### src/mem_macros.svh
`ifndef MEM_MACROS_SVH
`define MEM_MACROS_SVH

`define MEM_WORD_BITS   32
`define MEM_LINE_WORDS  4
`define MEM_LINE_BITS   128
`define MEM_OFFSET_BITS 4    // byte offset inside a line
`define MEM_INDEX_BITS  3
`define MEM_TAG_BITS    25

`define MEM_IC_LINES    8
`define MEM_DC_LINES    8

`endif

### src/mem_pkg.sv
`include "mem_macros.svh"

package mem_pkg;

    typedef logic [`MEM_WORD_BITS-1:0] word_t;

    // word 0 in the low bits
    typedef logic [`MEM_LINE_BITS-1:0] line_t;

    typedef logic [`MEM_TAG_BITS-1:0] tag_t;

    typedef enum logic [1:0] {
        BR_IDLE,
        BR_WRITE,
        BR_READ
    } bridge_state_t;

    // who owns the current burst
    typedef enum logic {
        REQ_FETCH,
        REQ_DATA
    } requester_t;

endpackage

### src/line_mem_bridge.sv
`timescale 1ns/1ps
`include "mem_macros.svh"

module line_mem_bridge (
    input  logic            clk_i,
    input  logic            rst_i,

    input  logic            ic_req_i,
    input  mem_pkg::word_t  ic_addr_i,

    input  logic            dc_req_i,
    input  logic            dc_we_i,
    input  mem_pkg::word_t  dc_addr_i,
    input  mem_pkg::line_t  dc_wline_i,

    input  logic            mem_ready_i,
    input  mem_pkg::word_t  mem_rdata_i,

    output logic            free_o,
    output mem_pkg::line_t  rline_o,
    output logic            ic_done_o,
    output logic            dc_done_o,

    output logic            mem_valid_o,
    output mem_pkg::word_t  mem_addr_o,
    output mem_pkg::word_t  mem_wdata_o,
    output logic [3:0]      mem_wstrb_o
);
    import mem_pkg::*;

    localparam logic [1:0] LAST_BEAT = 2'(`MEM_LINE_WORDS - 1);

    bridge_state_t state_r, state_nx;
    requester_t    who_r, who_nx;
    logic [1:0]    cnt_r, cnt_nx;     // beat within the line
    word_t         addr_r, addr_nx;
    word_t         wdata_r, wdata_nx;
    logic [3:0]    wstrb_r, wstrb_nx;
    logic          valid_r, valid_nx;
    line_t         line_r, line_nx;
    logic          ic_done_r, ic_done_nx;
    logic          dc_done_r, dc_done_nx;
    logic          take;

    // the requester still sees its request high during its done cycle
    assign take = (state_r == BR_IDLE) && !ic_done_r && !dc_done_r;

    always_comb begin
        state_nx   = state_r;
        who_nx     = who_r;
        cnt_nx     = cnt_r;
        addr_nx    = addr_r;
        wdata_nx   = wdata_r;
        wstrb_nx   = wstrb_r;
        valid_nx   = valid_r;
        line_nx    = line_r;
        ic_done_nx = 1'b0;
        dc_done_nx = 1'b0;

        case (state_r)
            BR_IDLE: begin
                valid_nx = 1'b0;
                if (take && dc_req_i) begin   // data side first
                    who_nx   = REQ_DATA;
                    addr_nx  = dc_addr_i;
                    cnt_nx   = 2'd0;
                    valid_nx = 1'b1;
                    if (dc_we_i) begin
                        wstrb_nx = 4'hF;
                        wdata_nx = dc_wline_i[`MEM_WORD_BITS-1:0];
                        state_nx = BR_WRITE;
                    end else begin
                        wstrb_nx = 4'h0;
                        state_nx = BR_READ;
                    end
                end else if (take && ic_req_i) begin
                    who_nx   = REQ_FETCH;
                    addr_nx  = ic_addr_i;
                    cnt_nx   = 2'd0;
                    valid_nx = 1'b1;
                    wstrb_nx = 4'h0;
                    state_nx = BR_READ;
                end
            end
            BR_WRITE: begin
                if (mem_ready_i) begin
                    if (cnt_r == LAST_BEAT) begin
                        valid_nx   = 1'b0;
                        ic_done_nx = (who_r == REQ_FETCH);
                        dc_done_nx = (who_r == REQ_DATA);
                        state_nx   = BR_IDLE;
                    end else begin
                        cnt_nx   = cnt_r + 2'd1;
                        addr_nx  = addr_r + 32'd4;
                        wdata_nx = word_t'(dc_wline_i >> {cnt_nx, 5'b0});
                    end
                end
            end
            BR_READ: begin
                if (mem_ready_i) begin
                    // shift in from the top, word 0 lands low
                    line_nx = {mem_rdata_i, line_r[`MEM_LINE_BITS-1:`MEM_WORD_BITS]};
                    if (cnt_r == LAST_BEAT) begin
                        valid_nx   = 1'b0;
                        ic_done_nx = (who_r == REQ_FETCH);
                        dc_done_nx = (who_r == REQ_DATA);
                        state_nx   = BR_IDLE;
                    end else begin
                        cnt_nx  = cnt_r + 2'd1;
                        addr_nx = addr_r + 32'd4;
                    end
                end
            end
            default: begin
                valid_nx = 1'b0;
                state_nx = BR_IDLE;
            end
        endcase
    end

    always_ff @(posedge clk_i) begin
        if (!rst_i) begin
            state_r   <= BR_IDLE;
            who_r     <= REQ_FETCH;
            cnt_r     <= 2'd0;
            wstrb_r   <= 4'h0;
            valid_r   <= 1'b0;
            ic_done_r <= 1'b0;
            dc_done_r <= 1'b0;
        end else begin
            state_r   <= state_nx;
            who_r     <= who_nx;
            cnt_r     <= cnt_nx;
            wstrb_r   <= wstrb_nx;
            valid_r   <= valid_nx;
            ic_done_r <= ic_done_nx;
            dc_done_r <= dc_done_nx;
        end
    end

    always_ff @(posedge clk_i) begin
        addr_r  <= addr_nx;
        wdata_r <= wdata_nx;
        line_r  <= line_nx;
    end

    assign free_o      = (state_r == BR_IDLE);
    assign rline_o     = line_r;
    assign ic_done_o   = ic_done_r;
    assign dc_done_o   = dc_done_r;
    assign mem_valid_o = valid_r;
    assign mem_addr_o  = addr_r;
    assign mem_wdata_o = wdata_r;
    assign mem_wstrb_o = wstrb_r;

endmodule

### src/icache_line.sv
`timescale 1ns/1ps
`include "mem_macros.svh"

module icache_line (
    input  logic            clk_i,
    input  logic            rst_i,

    input  logic            fetch_req_i,
    input  mem_pkg::word_t  fetch_addr_i,
    output logic            fetch_valid_o,
    output mem_pkg::word_t  fetch_data_o,

    input  logic            free_i,
    input  mem_pkg::line_t  rline_i,
    input  logic            done_i,
    output logic            req_o,
    output mem_pkg::word_t  addr_o
);
    import mem_pkg::*;

    line_t                     line_q [`MEM_IC_LINES];
    tag_t                      tag_q  [`MEM_IC_LINES];
    logic [`MEM_IC_LINES-1:0]  valid_q;

    logic [`MEM_INDEX_BITS-1:0] idx;
    logic [1:0]                 woff;
    tag_t                       tag;
    logic                       hit;
    logic                       start;

    logic   req_r;
    logic   valid_r;
    word_t  addr_r;
    word_t  data_r;

    assign idx  = fetch_addr_i[`MEM_OFFSET_BITS +: `MEM_INDEX_BITS];
    assign woff = fetch_addr_i[3:2];
    assign tag  = fetch_addr_i[31 -: `MEM_TAG_BITS];
    assign hit  = valid_q[idx] && (tag_q[idx] == tag);

    // skip the cycle where the last answer is still out
    assign start = fetch_req_i && !valid_r && !req_r;

    always_ff @(posedge clk_i) begin
        if (!rst_i) begin
            valid_q <= '0;
            req_r   <= 1'b0;
            valid_r <= 1'b0;
        end else begin
            valid_r <= 1'b0;
            if (req_r) begin
                if (done_i) begin
                    req_r        <= 1'b0;
                    valid_r      <= 1'b1;
                    valid_q[idx] <= 1'b1;
                end
            end else if (start) begin
                if (hit)
                    valid_r <= 1'b1;
                else if (free_i)
                    req_r <= 1'b1;      // wait for an idle bridge
            end
        end
    end

    always_ff @(posedge clk_i) begin
        if (req_r && done_i) begin
            line_q[idx] <= rline_i;
            tag_q[idx]  <= tag;
            data_r      <= word_t'(rline_i >> {woff, 5'b0});
        end else if (start && hit) begin
            data_r <= word_t'(line_q[idx] >> {woff, 5'b0});
        end
        if (start && !hit)
            addr_r <= {fetch_addr_i[31:`MEM_OFFSET_BITS], {`MEM_OFFSET_BITS{1'b0}}};
    end

    assign fetch_valid_o = valid_r;
    assign fetch_data_o  = data_r;
    assign req_o         = req_r;
    assign addr_o        = addr_r;

endmodule

### src/dcache_line.sv
`timescale 1ns/1ps
`include "mem_macros.svh"

module dcache_line (
    input  logic            clk_i,
    input  logic            rst_i,

    input  logic            data_req_i,
    input  logic            data_we_i,
    input  mem_pkg::word_t  data_addr_i,
    input  mem_pkg::word_t  data_wdata_i,
    output logic            data_valid_o,
    output mem_pkg::word_t  data_rdata_o,

    input  logic            free_i,
    input  mem_pkg::line_t  rline_i,
    input  logic            done_i,
    output logic            req_o,
    output logic            we_o,
    output mem_pkg::word_t  addr_o,
    output mem_pkg::line_t  wline_o
);
    import mem_pkg::*;

    typedef enum logic [1:0] {DC_IDLE, DC_WB, DC_FILL} dc_state_t;

    line_t                     line_q [`MEM_DC_LINES];
    tag_t                      tag_q  [`MEM_DC_LINES];
    logic [`MEM_DC_LINES-1:0]  valid_q;
    logic [`MEM_DC_LINES-1:0]  dirty_q;

    logic [`MEM_INDEX_BITS-1:0] idx;
    logic [1:0]                 woff;
    tag_t                       tag;
    logic                       hit;
    logic                       start;
    logic                       fill_done;
    word_t                      line_addr;
    line_t                      src_line;
    line_t                      new_line;

    dc_state_t state_r;
    logic      req_r;
    logic      we_r;
    logic      valid_r;
    word_t     addr_r;
    line_t     wline_r;
    word_t     rdata_r;

    assign idx       = data_addr_i[`MEM_OFFSET_BITS +: `MEM_INDEX_BITS];
    assign woff      = data_addr_i[3:2];
    assign tag       = data_addr_i[31 -: `MEM_TAG_BITS];
    assign hit       = valid_q[idx] && (tag_q[idx] == tag);
    assign start     = data_req_i && !valid_r && (state_r == DC_IDLE);
    assign fill_done = (state_r == DC_FILL) && done_i;
    assign line_addr = {data_addr_i[31:`MEM_OFFSET_BITS], {`MEM_OFFSET_BITS{1'b0}}};

    // refill finishes the pending access in the same cycle
    assign src_line = (state_r == DC_FILL) ? rline_i : line_q[idx];

    always_comb begin
        new_line = src_line;
        if (data_we_i)
            new_line[{woff, 5'b0} +: `MEM_WORD_BITS] = data_wdata_i;
    end

    always_ff @(posedge clk_i) begin
        if (!rst_i) begin
            state_r <= DC_IDLE;
            req_r   <= 1'b0;
            we_r    <= 1'b0;
            valid_r <= 1'b0;
            valid_q <= '0;
            dirty_q <= '0;
        end else begin
            valid_r <= 1'b0;
            case (state_r)
                DC_IDLE: begin
                    if (start && hit) begin
                        valid_r <= 1'b1;
                        if (data_we_i)
                            dirty_q[idx] <= 1'b1;
                    end else if (start && free_i) begin
                        req_r <= 1'b1;
                        if (valid_q[idx] && dirty_q[idx]) begin
                            we_r    <= 1'b1;     // victim goes out first
                            state_r <= DC_WB;
                        end else begin
                            we_r    <= 1'b0;
                            state_r <= DC_FILL;
                        end
                    end
                end
                DC_WB: begin
                    if (done_i) begin
                        we_r    <= 1'b0;         // req stays up for the refill
                        state_r <= DC_FILL;
                    end
                end
                DC_FILL: begin
                    if (done_i) begin
                        req_r        <= 1'b0;
                        valid_r      <= 1'b1;
                        valid_q[idx] <= 1'b1;
                        dirty_q[idx] <= data_we_i;
                        state_r      <= DC_IDLE;
                    end
                end
                default: state_r <= DC_IDLE;
            endcase
        end
    end

    always_ff @(posedge clk_i) begin
        if ((start && hit && data_we_i) || fill_done)
            line_q[idx] <= new_line;
        if (fill_done)
            tag_q[idx] <= tag;
        if ((start && hit) || fill_done)
            rdata_r <= word_t'(src_line >> {woff, 5'b0});
        if (start && !hit) begin
            wline_r <= line_q[idx];
            if (valid_q[idx] && dirty_q[idx])
                addr_r <= {tag_q[idx], idx, {`MEM_OFFSET_BITS{1'b0}}};
            else
                addr_r <= line_addr;
        end else if ((state_r == DC_WB) && done_i) begin
            addr_r <= line_addr;
        end
    end

    assign data_valid_o = valid_r;
    assign data_rdata_o = rdata_r;
    assign req_o        = req_r;
    assign we_o         = we_r;
    assign addr_o       = addr_r;
    assign wline_o      = wline_r;

endmodule

### src/mem_subsys_top.sv
`timescale 1ns/1ps

module mem_subsys_top (
    input  logic            clk_i,
    input  logic            rst_i,

    input  logic            fetch_req_i,
    input  mem_pkg::word_t  fetch_addr_i,
    output logic            fetch_valid_o,
    output mem_pkg::word_t  fetch_data_o,

    input  logic            data_req_i,
    input  logic            data_we_i,
    input  mem_pkg::word_t  data_addr_i,
    input  mem_pkg::word_t  data_wdata_i,
    output logic            data_valid_o,
    output mem_pkg::word_t  data_rdata_o,

    output logic            mem_valid_o,
    output mem_pkg::word_t  mem_addr_o,
    output mem_pkg::word_t  mem_wdata_o,
    output logic [3:0]      mem_wstrb_o,
    input  logic            mem_ready_i,
    input  mem_pkg::word_t  mem_rdata_i
);
    import mem_pkg::*;

    logic   ic_req, ic_done;
    word_t  ic_addr;
    logic   dc_req, dc_we, dc_done;
    word_t  dc_addr;
    line_t  dc_wline;
    logic   free;
    line_t  rline;     // shared by both caches

    icache_line u_icache (
        .clk_i         (clk_i),
        .rst_i         (rst_i),
        .fetch_req_i   (fetch_req_i),
        .fetch_addr_i  (fetch_addr_i),
        .fetch_valid_o (fetch_valid_o),
        .fetch_data_o  (fetch_data_o),
        .free_i        (free),
        .rline_i       (rline),
        .done_i        (ic_done),
        .req_o         (ic_req),
        .addr_o        (ic_addr)
    );

    dcache_line u_dcache (
        .clk_i        (clk_i),
        .rst_i        (rst_i),
        .data_req_i   (data_req_i),
        .data_we_i    (data_we_i),
        .data_addr_i  (data_addr_i),
        .data_wdata_i (data_wdata_i),
        .data_valid_o (data_valid_o),
        .data_rdata_o (data_rdata_o),
        .free_i       (free),
        .rline_i      (rline),
        .done_i       (dc_done),
        .req_o        (dc_req),
        .we_o         (dc_we),
        .addr_o       (dc_addr),
        .wline_o      (dc_wline)
    );

    line_mem_bridge u_bridge (
        .clk_i       (clk_i),
        .rst_i       (rst_i),
        .ic_req_i    (ic_req),
        .ic_addr_i   (ic_addr),
        .dc_req_i    (dc_req),
        .dc_we_i     (dc_we),
        .dc_addr_i   (dc_addr),
        .dc_wline_i  (dc_wline),
        .mem_ready_i (mem_ready_i),
        .mem_rdata_i (mem_rdata_i),
        .free_o      (free),
        .rline_o     (rline),
        .ic_done_o   (ic_done),
        .dc_done_o   (dc_done),
        .mem_valid_o (mem_valid_o),
        .mem_addr_o  (mem_addr_o),
        .mem_wdata_o (mem_wdata_o),
        .mem_wstrb_o (mem_wstrb_o)
    );

endmodule

### config.mk
export PLATFORM = sky130hd
export DESIGN_NAME = mem_subsys_top
export DESIGN_NICKNAME = d
export VERILOG_FILES = /design/src/mem_pkg.sv /design/src/line_mem_bridge.sv /design/src/icache_line.sv /design/src/dcache_line.sv /design/src/mem_subsys_top.sv
export VERILOG_INCLUDE_DIRS = /design/src
export SDC_FILE = /design/constraint.sdc
export NUM_CORES = 2
export LEC_CHECK = 0
export ABC_CLOCK_PERIOD_IN_PS = 19300
export BUFFER_PORTS_ARGS = -buffer_cell sky130_fd_sc_hd__buf_2
export CORE_UTILIZATION = 28
export CTS_CLUSTER_DIAMETER = 100
export DETAILED_ROUTE_END_ITERATION = 6
export PLACE_DENSITY = 0.47
export SKIP_LAST_GASP = 1
export SYNTH_ARGS = -nofsm -noshare
export SYNTH_HDL_FRONTEND = slang
export SYNTH_SLANG_ARGS = --single-unit
### constraint.sdc
create_clock -name clk_i -period 19.3 [get_ports clk_i]
set_input_delay 3.86 -clock clk_i [delete_from_list [all_inputs] [get_ports clk_i]]
set_output_delay 3.86 -clock clk_i [all_outputs]
set_load 0.1 [all_outputs]
==> qor.csv <==
stage,metric,value,unit
status,status,"complete, but fails checks",
status,failing checks,design-rule violations,
synthesis,post-synth top area cell,edfxtp_1,
timing,skew final,0.07090,ns
cells_and_area,Final #Nets,6933,
floorplanning,Chip Width,640.9,um
power,Leak,41.58,nW
synthesis,post-synthesis sequential area ratio,76.52,%
cells_and_area,fin cells,12470,
detailed_routing,DR WL/cell,30.06,um
floorplanning,Die ar.,410800,um^2
timing,Worst Slack Setup Final,7.840,ns
global_route,vias in the first global route,63360,
detailed_routing,vias per inst,5.147,
worst_setup_path,Crit. End Element,flop,
detailed_routing,vias,64190,
detailed_routing,initial DRC count,6929,
floorplanning,Die H,640.9,um
clock_tree,hold_buf cts,0,
worst_setup_path,type of origin of the critical path,input port,
global_route,initial antenna violation count,96,
clock_tree,Worst-Skew Late Latency,0.89,ns
synthesis,Synth top area share,75.82,%
floorplanning,IO Pins,269,
worst_hold_path,hold path depth,1,
timing,Final Hold Fails,0,
cells_and_area,storage element area,87470,um^2
clock_tree,Worst-path clk slew,0.06,ns
cells_and_area,Final Core Density,32.46,%
timing,Slew HR,26.25,%
clock_tree,H-tree Lvls,5,
detailed_routing,top sig layer,met5,
worst_setup_path,Worst EP required,19.79,ns
timing,setup violators final,0,
timing,Final min period,11.46,ns
worst_setup_path,critical path peak fanout,59,
synthesis,Syn. warnings,0,
floorplanning,row count,234,
worst_setup_path,CP Class,in -> reg,
timing,RSZ-0062 raised after global routing,false,
detailed_routing,drt pass-1 iters,7,
clock_tree,CTS Buf Count,301,
global_route,Total Routing Usage GR,17.70,%
detailed_routing,Residual DRC,15,
detailed_routing,met2 wire length,182400,um
worst_setup_path,R2R Path End,u_dcache.line_q[6][98],
cells_and_area,footprint of the multi-input gates,25440,um^2
worst_setup_path,Setup crit start,data_addr_i[6],
timing,fmax,87.26,MHz
power,Pwr Total,15.09,mW
worst_setup_path,internal reg-to-reg setup slack,12.50,ns
timing,max-slew violations,0,
global_route,largest net degree at the start of global routing,125,
place,Final Wtd Congestion,0.7843,
timing,crit share post-route,59.38,%
worst_setup_path,Critical Path AT,11.95,ns
synthesis,Mapped Cells,6477,
synthesis,"FFs w/ async S/R, synth",0,%
detailed_routing,Post-Route M1 WL,156900,um
place,Setup WS pre-CTS,6.852,ns
cells_and_area,share of cells above drive strength 1,20.17,%
place,placed inst area,122600,um^2
synthesis,main area contributors after synthesis,"edfxtp_1, mux4_2, mux2_2",
detailed_routing,Post-Route WL,374900,um
worst_setup_path,Critical R2R Launch,u_dcache.tag_q[2][22],
synthesis,post-synth cell types,75,
place,Post-DP HPWL,213700,um
synthesis,number of synthesized flops with an enable pin,2886,
global_route,"Remaining Overflow, GRT",0,
timing,final hold slack,0.4225,ns
synthesis,Yosys reg bits,2926,
clock_tree,CTS tree,built,
place,Port Buffers,262,
detailed_routing,Routed Antenna Nets,0,
place,DP Cell Count,11910,
synthesis,Avg Synthesized Cell Area,17.65,um^2
power,peak supply drop,101.1,uV
synthesis,cell area after synthesis,114300,um^2
power,Pwr Density,114.4,nW/um^2
floorplanning,Initial Util,28.13,%
detailed_routing,metal3 WL,25590,um
worst_hold_path,Hold Crit Class,reg -> reg,
cells_and_area,Final Cell Area,131900,um^2
clock_tree,Sink Count,2926,
clock_tree,Post-CTS Setup Bufs,0,
timing,Tightest Pin Transition,1.105,ns
timing,TNS Setup,0,ns
floorplanning,core area,406400,um^2
clock_tree,CTS root buf,clkbuf_16,
clock_tree,clock buffer depth,4,
cells_and_area,fill count,39290,
clock_tree,post_cts resized,0,
cells_and_area,P&R area growth vs syn,15.41,%
worst_setup_path,Critical path destination,u_dcache.line_q[6][98],
synthesis,dominant synthesized flop cell,edfxtp_1,
worst_setup_path,FF-to-FF path depth,11,
global_route,first-pass GRT wire length,515600,um
flow_run,Max-Cap Viols,0,
[layout by cell type, fill, tap and decap left out, types with 10 or more instances in the layout]
| cell | instances |
|---|---|
| inv_1 | 19 |
| a22o_1 | 213 |
| buf_4 | 168 |
| a211oi_1 | 34 |
| o221ai_1 | 10 |
| bufinv_16 | 16 |
| buf_2 | 255 |
| clkinv_1 | 76 |
| dfxtp_1 | 39 |
| o22ai_1 | 55 |
| nand2_1 | 208 |
| edfxtp_1 | 2886 |
| mux2i_1 | 243 |
| a22oi_1 | 290 |
| a21oi_1 | 275 |
| nand2b_1 | 21 |
| clkinv_2 | 41 |
| a31oi_1 | 32 |
| diode_2 | 31 |
| mux2_1 | 13 |
| nor3_2 | 10 |
| and3_1 | 10 |
| a221o_1 | 33 |
| a21oi_4 | 11 |
| mux2_2 | 326 |
| nor2_1 | 257 |
| a222oi_1 | 17 |
| mux4_2 | 167 |
| nand4_1 | 40 |
| nor2_2 | 14 |
| nand3_1 | 100 |
| o21ai_0 | 175 |
| buf_12 | 10 |
| xnor2_1 | 38 |
| a221oi_1 | 262 |
| nand3b_1 | 39 |
| clkbuf_16 | 314 |
| clkbuf_1 | 64 |
| xor2_1 | 28 |
| nor2b_1 | 13 |
[final cells by class]
class / instances / area share (%)
Antenna cell: 31 / 0.05880
Tap cell: 5428 / 5.148
Inverter: 27 / 0.07872
Clock buffer: 380 / 6.159
Sequential cell: 2926 / 66.30
Timing Repair Buffer: 438 / 2.128
Multi-Input combinational cell: 3095 / 19.29
Clock inverter: 148 / 0.8384
[Yosys cell counts (8+ instances only)]
cell      count
nand3_1     100
nand3b_1     39
nor3_1       20
buf_2        52
a31oi_1      32
a221o_1      33
nor2b_1      20
nand4_1      40
buf_4        10
o22ai_1      55
and3_1       13
edfxtp_1   2886
and2_1       10
nand2b_1     23
o21ai_0     176
ha_1         10
nor4_1        8
inv_1        21
dfxtp_1      40
nor2_1      278
a221oi_1    262
o21a_1        8
a222oi_1     17
mux4_2      167
a22o_1      213
a22oi_1     290
a21oi_1     286
clkbuf_1    304
nand2_1     214
xor2_1       28
mux2_2      326
o221ai_1     10
a211oi_1     34
buf_1        59
xnor2_1      38
mux2i_1     243
mux2_1       13
[worst min path at each step]
stage | start | to | slack (ns)
2_1_floorplan | u_bridge.who_r | u_bridge.ic_done_o | 0.39
3_3_place_gp | u_bridge.who_r | u_bridge.ic_done_o | 0.41
3_5_place_dp | u_bridge.who_r | u_bridge.ic_done_o | 0.42
4_1_cts | u_bridge.who_r | u_bridge.ic_done_o | 0.43
5_1_grt | u_bridge.who_r | u_bridge.ic_done_o | 0.46
6_report | u_bridge.who_r | u_bridge.ic_done_o | 0.42
[flip-flops by register name, summed over array words and instances, names as in the netlist, 30 cells and up]
signal and cells:
u_icache.fetch_data_o 32, u_dcache.data_rdata_o 32, u_bridge.mem_wdata_o 32, u_dcache.tag_q 200
u_dcache.line_q 1024, u_bridge.mem_addr_o 30, u_bridge.rline_o 128, u_icache.line_q 1024
u_dcache.wline_o 128, u_icache.tag_q 200
[power by group]
| part | leakage [nW] | switching [mW] | total [mW] | internal [mW] |
|---|---|---|---|---|
| clock | 4.51 | 2.42 | 5.60 | 3.19 |
| sequential | 26.5 | 0.310 | 7.74 | 7.43 |
| combinational | 10.6 | 1.29 | 1.75 | 0.464 |
| total | 41.6 | 4.01 | 15.1 | 11.1 |
[cells by family after synthesis]
group,after synthesis,share of synthesized area (%)
XOR/XNOR,66,0.5057
AND/OR/NAND/NOR,811,3.346
other,1,0.003281
adder cells (fa/ha/maj),10,0.1095
flip-flops,2926,76.52
AO/OA/AOI/OAI,1456,9.119
buffers and inverters,457,1.623
multiplexers,750,8.777
[metal layers]
metal	up-vias	track usage [%]
li1	27140	-
met1	34200	23.52
met2	2357	29.76
met3	478	2.924
met4	18	5.014
met5	-	0
[critical path: stages]
cell and delay [ns]:
clkbuf_8 0.45, buf_4 0.59, buf_4 0.67, or2_1 0.35
o22ai_1 0.17, a21oi_1 0.46, xnor2_1 0.14, or4_1 0.53
nor4_2 0.71, nand4_1 0.96, a21oi_4 0.40, buf_4 0.63
buf_4 0.81, buf_4 0.85
(Power assumes the default switching activity.)
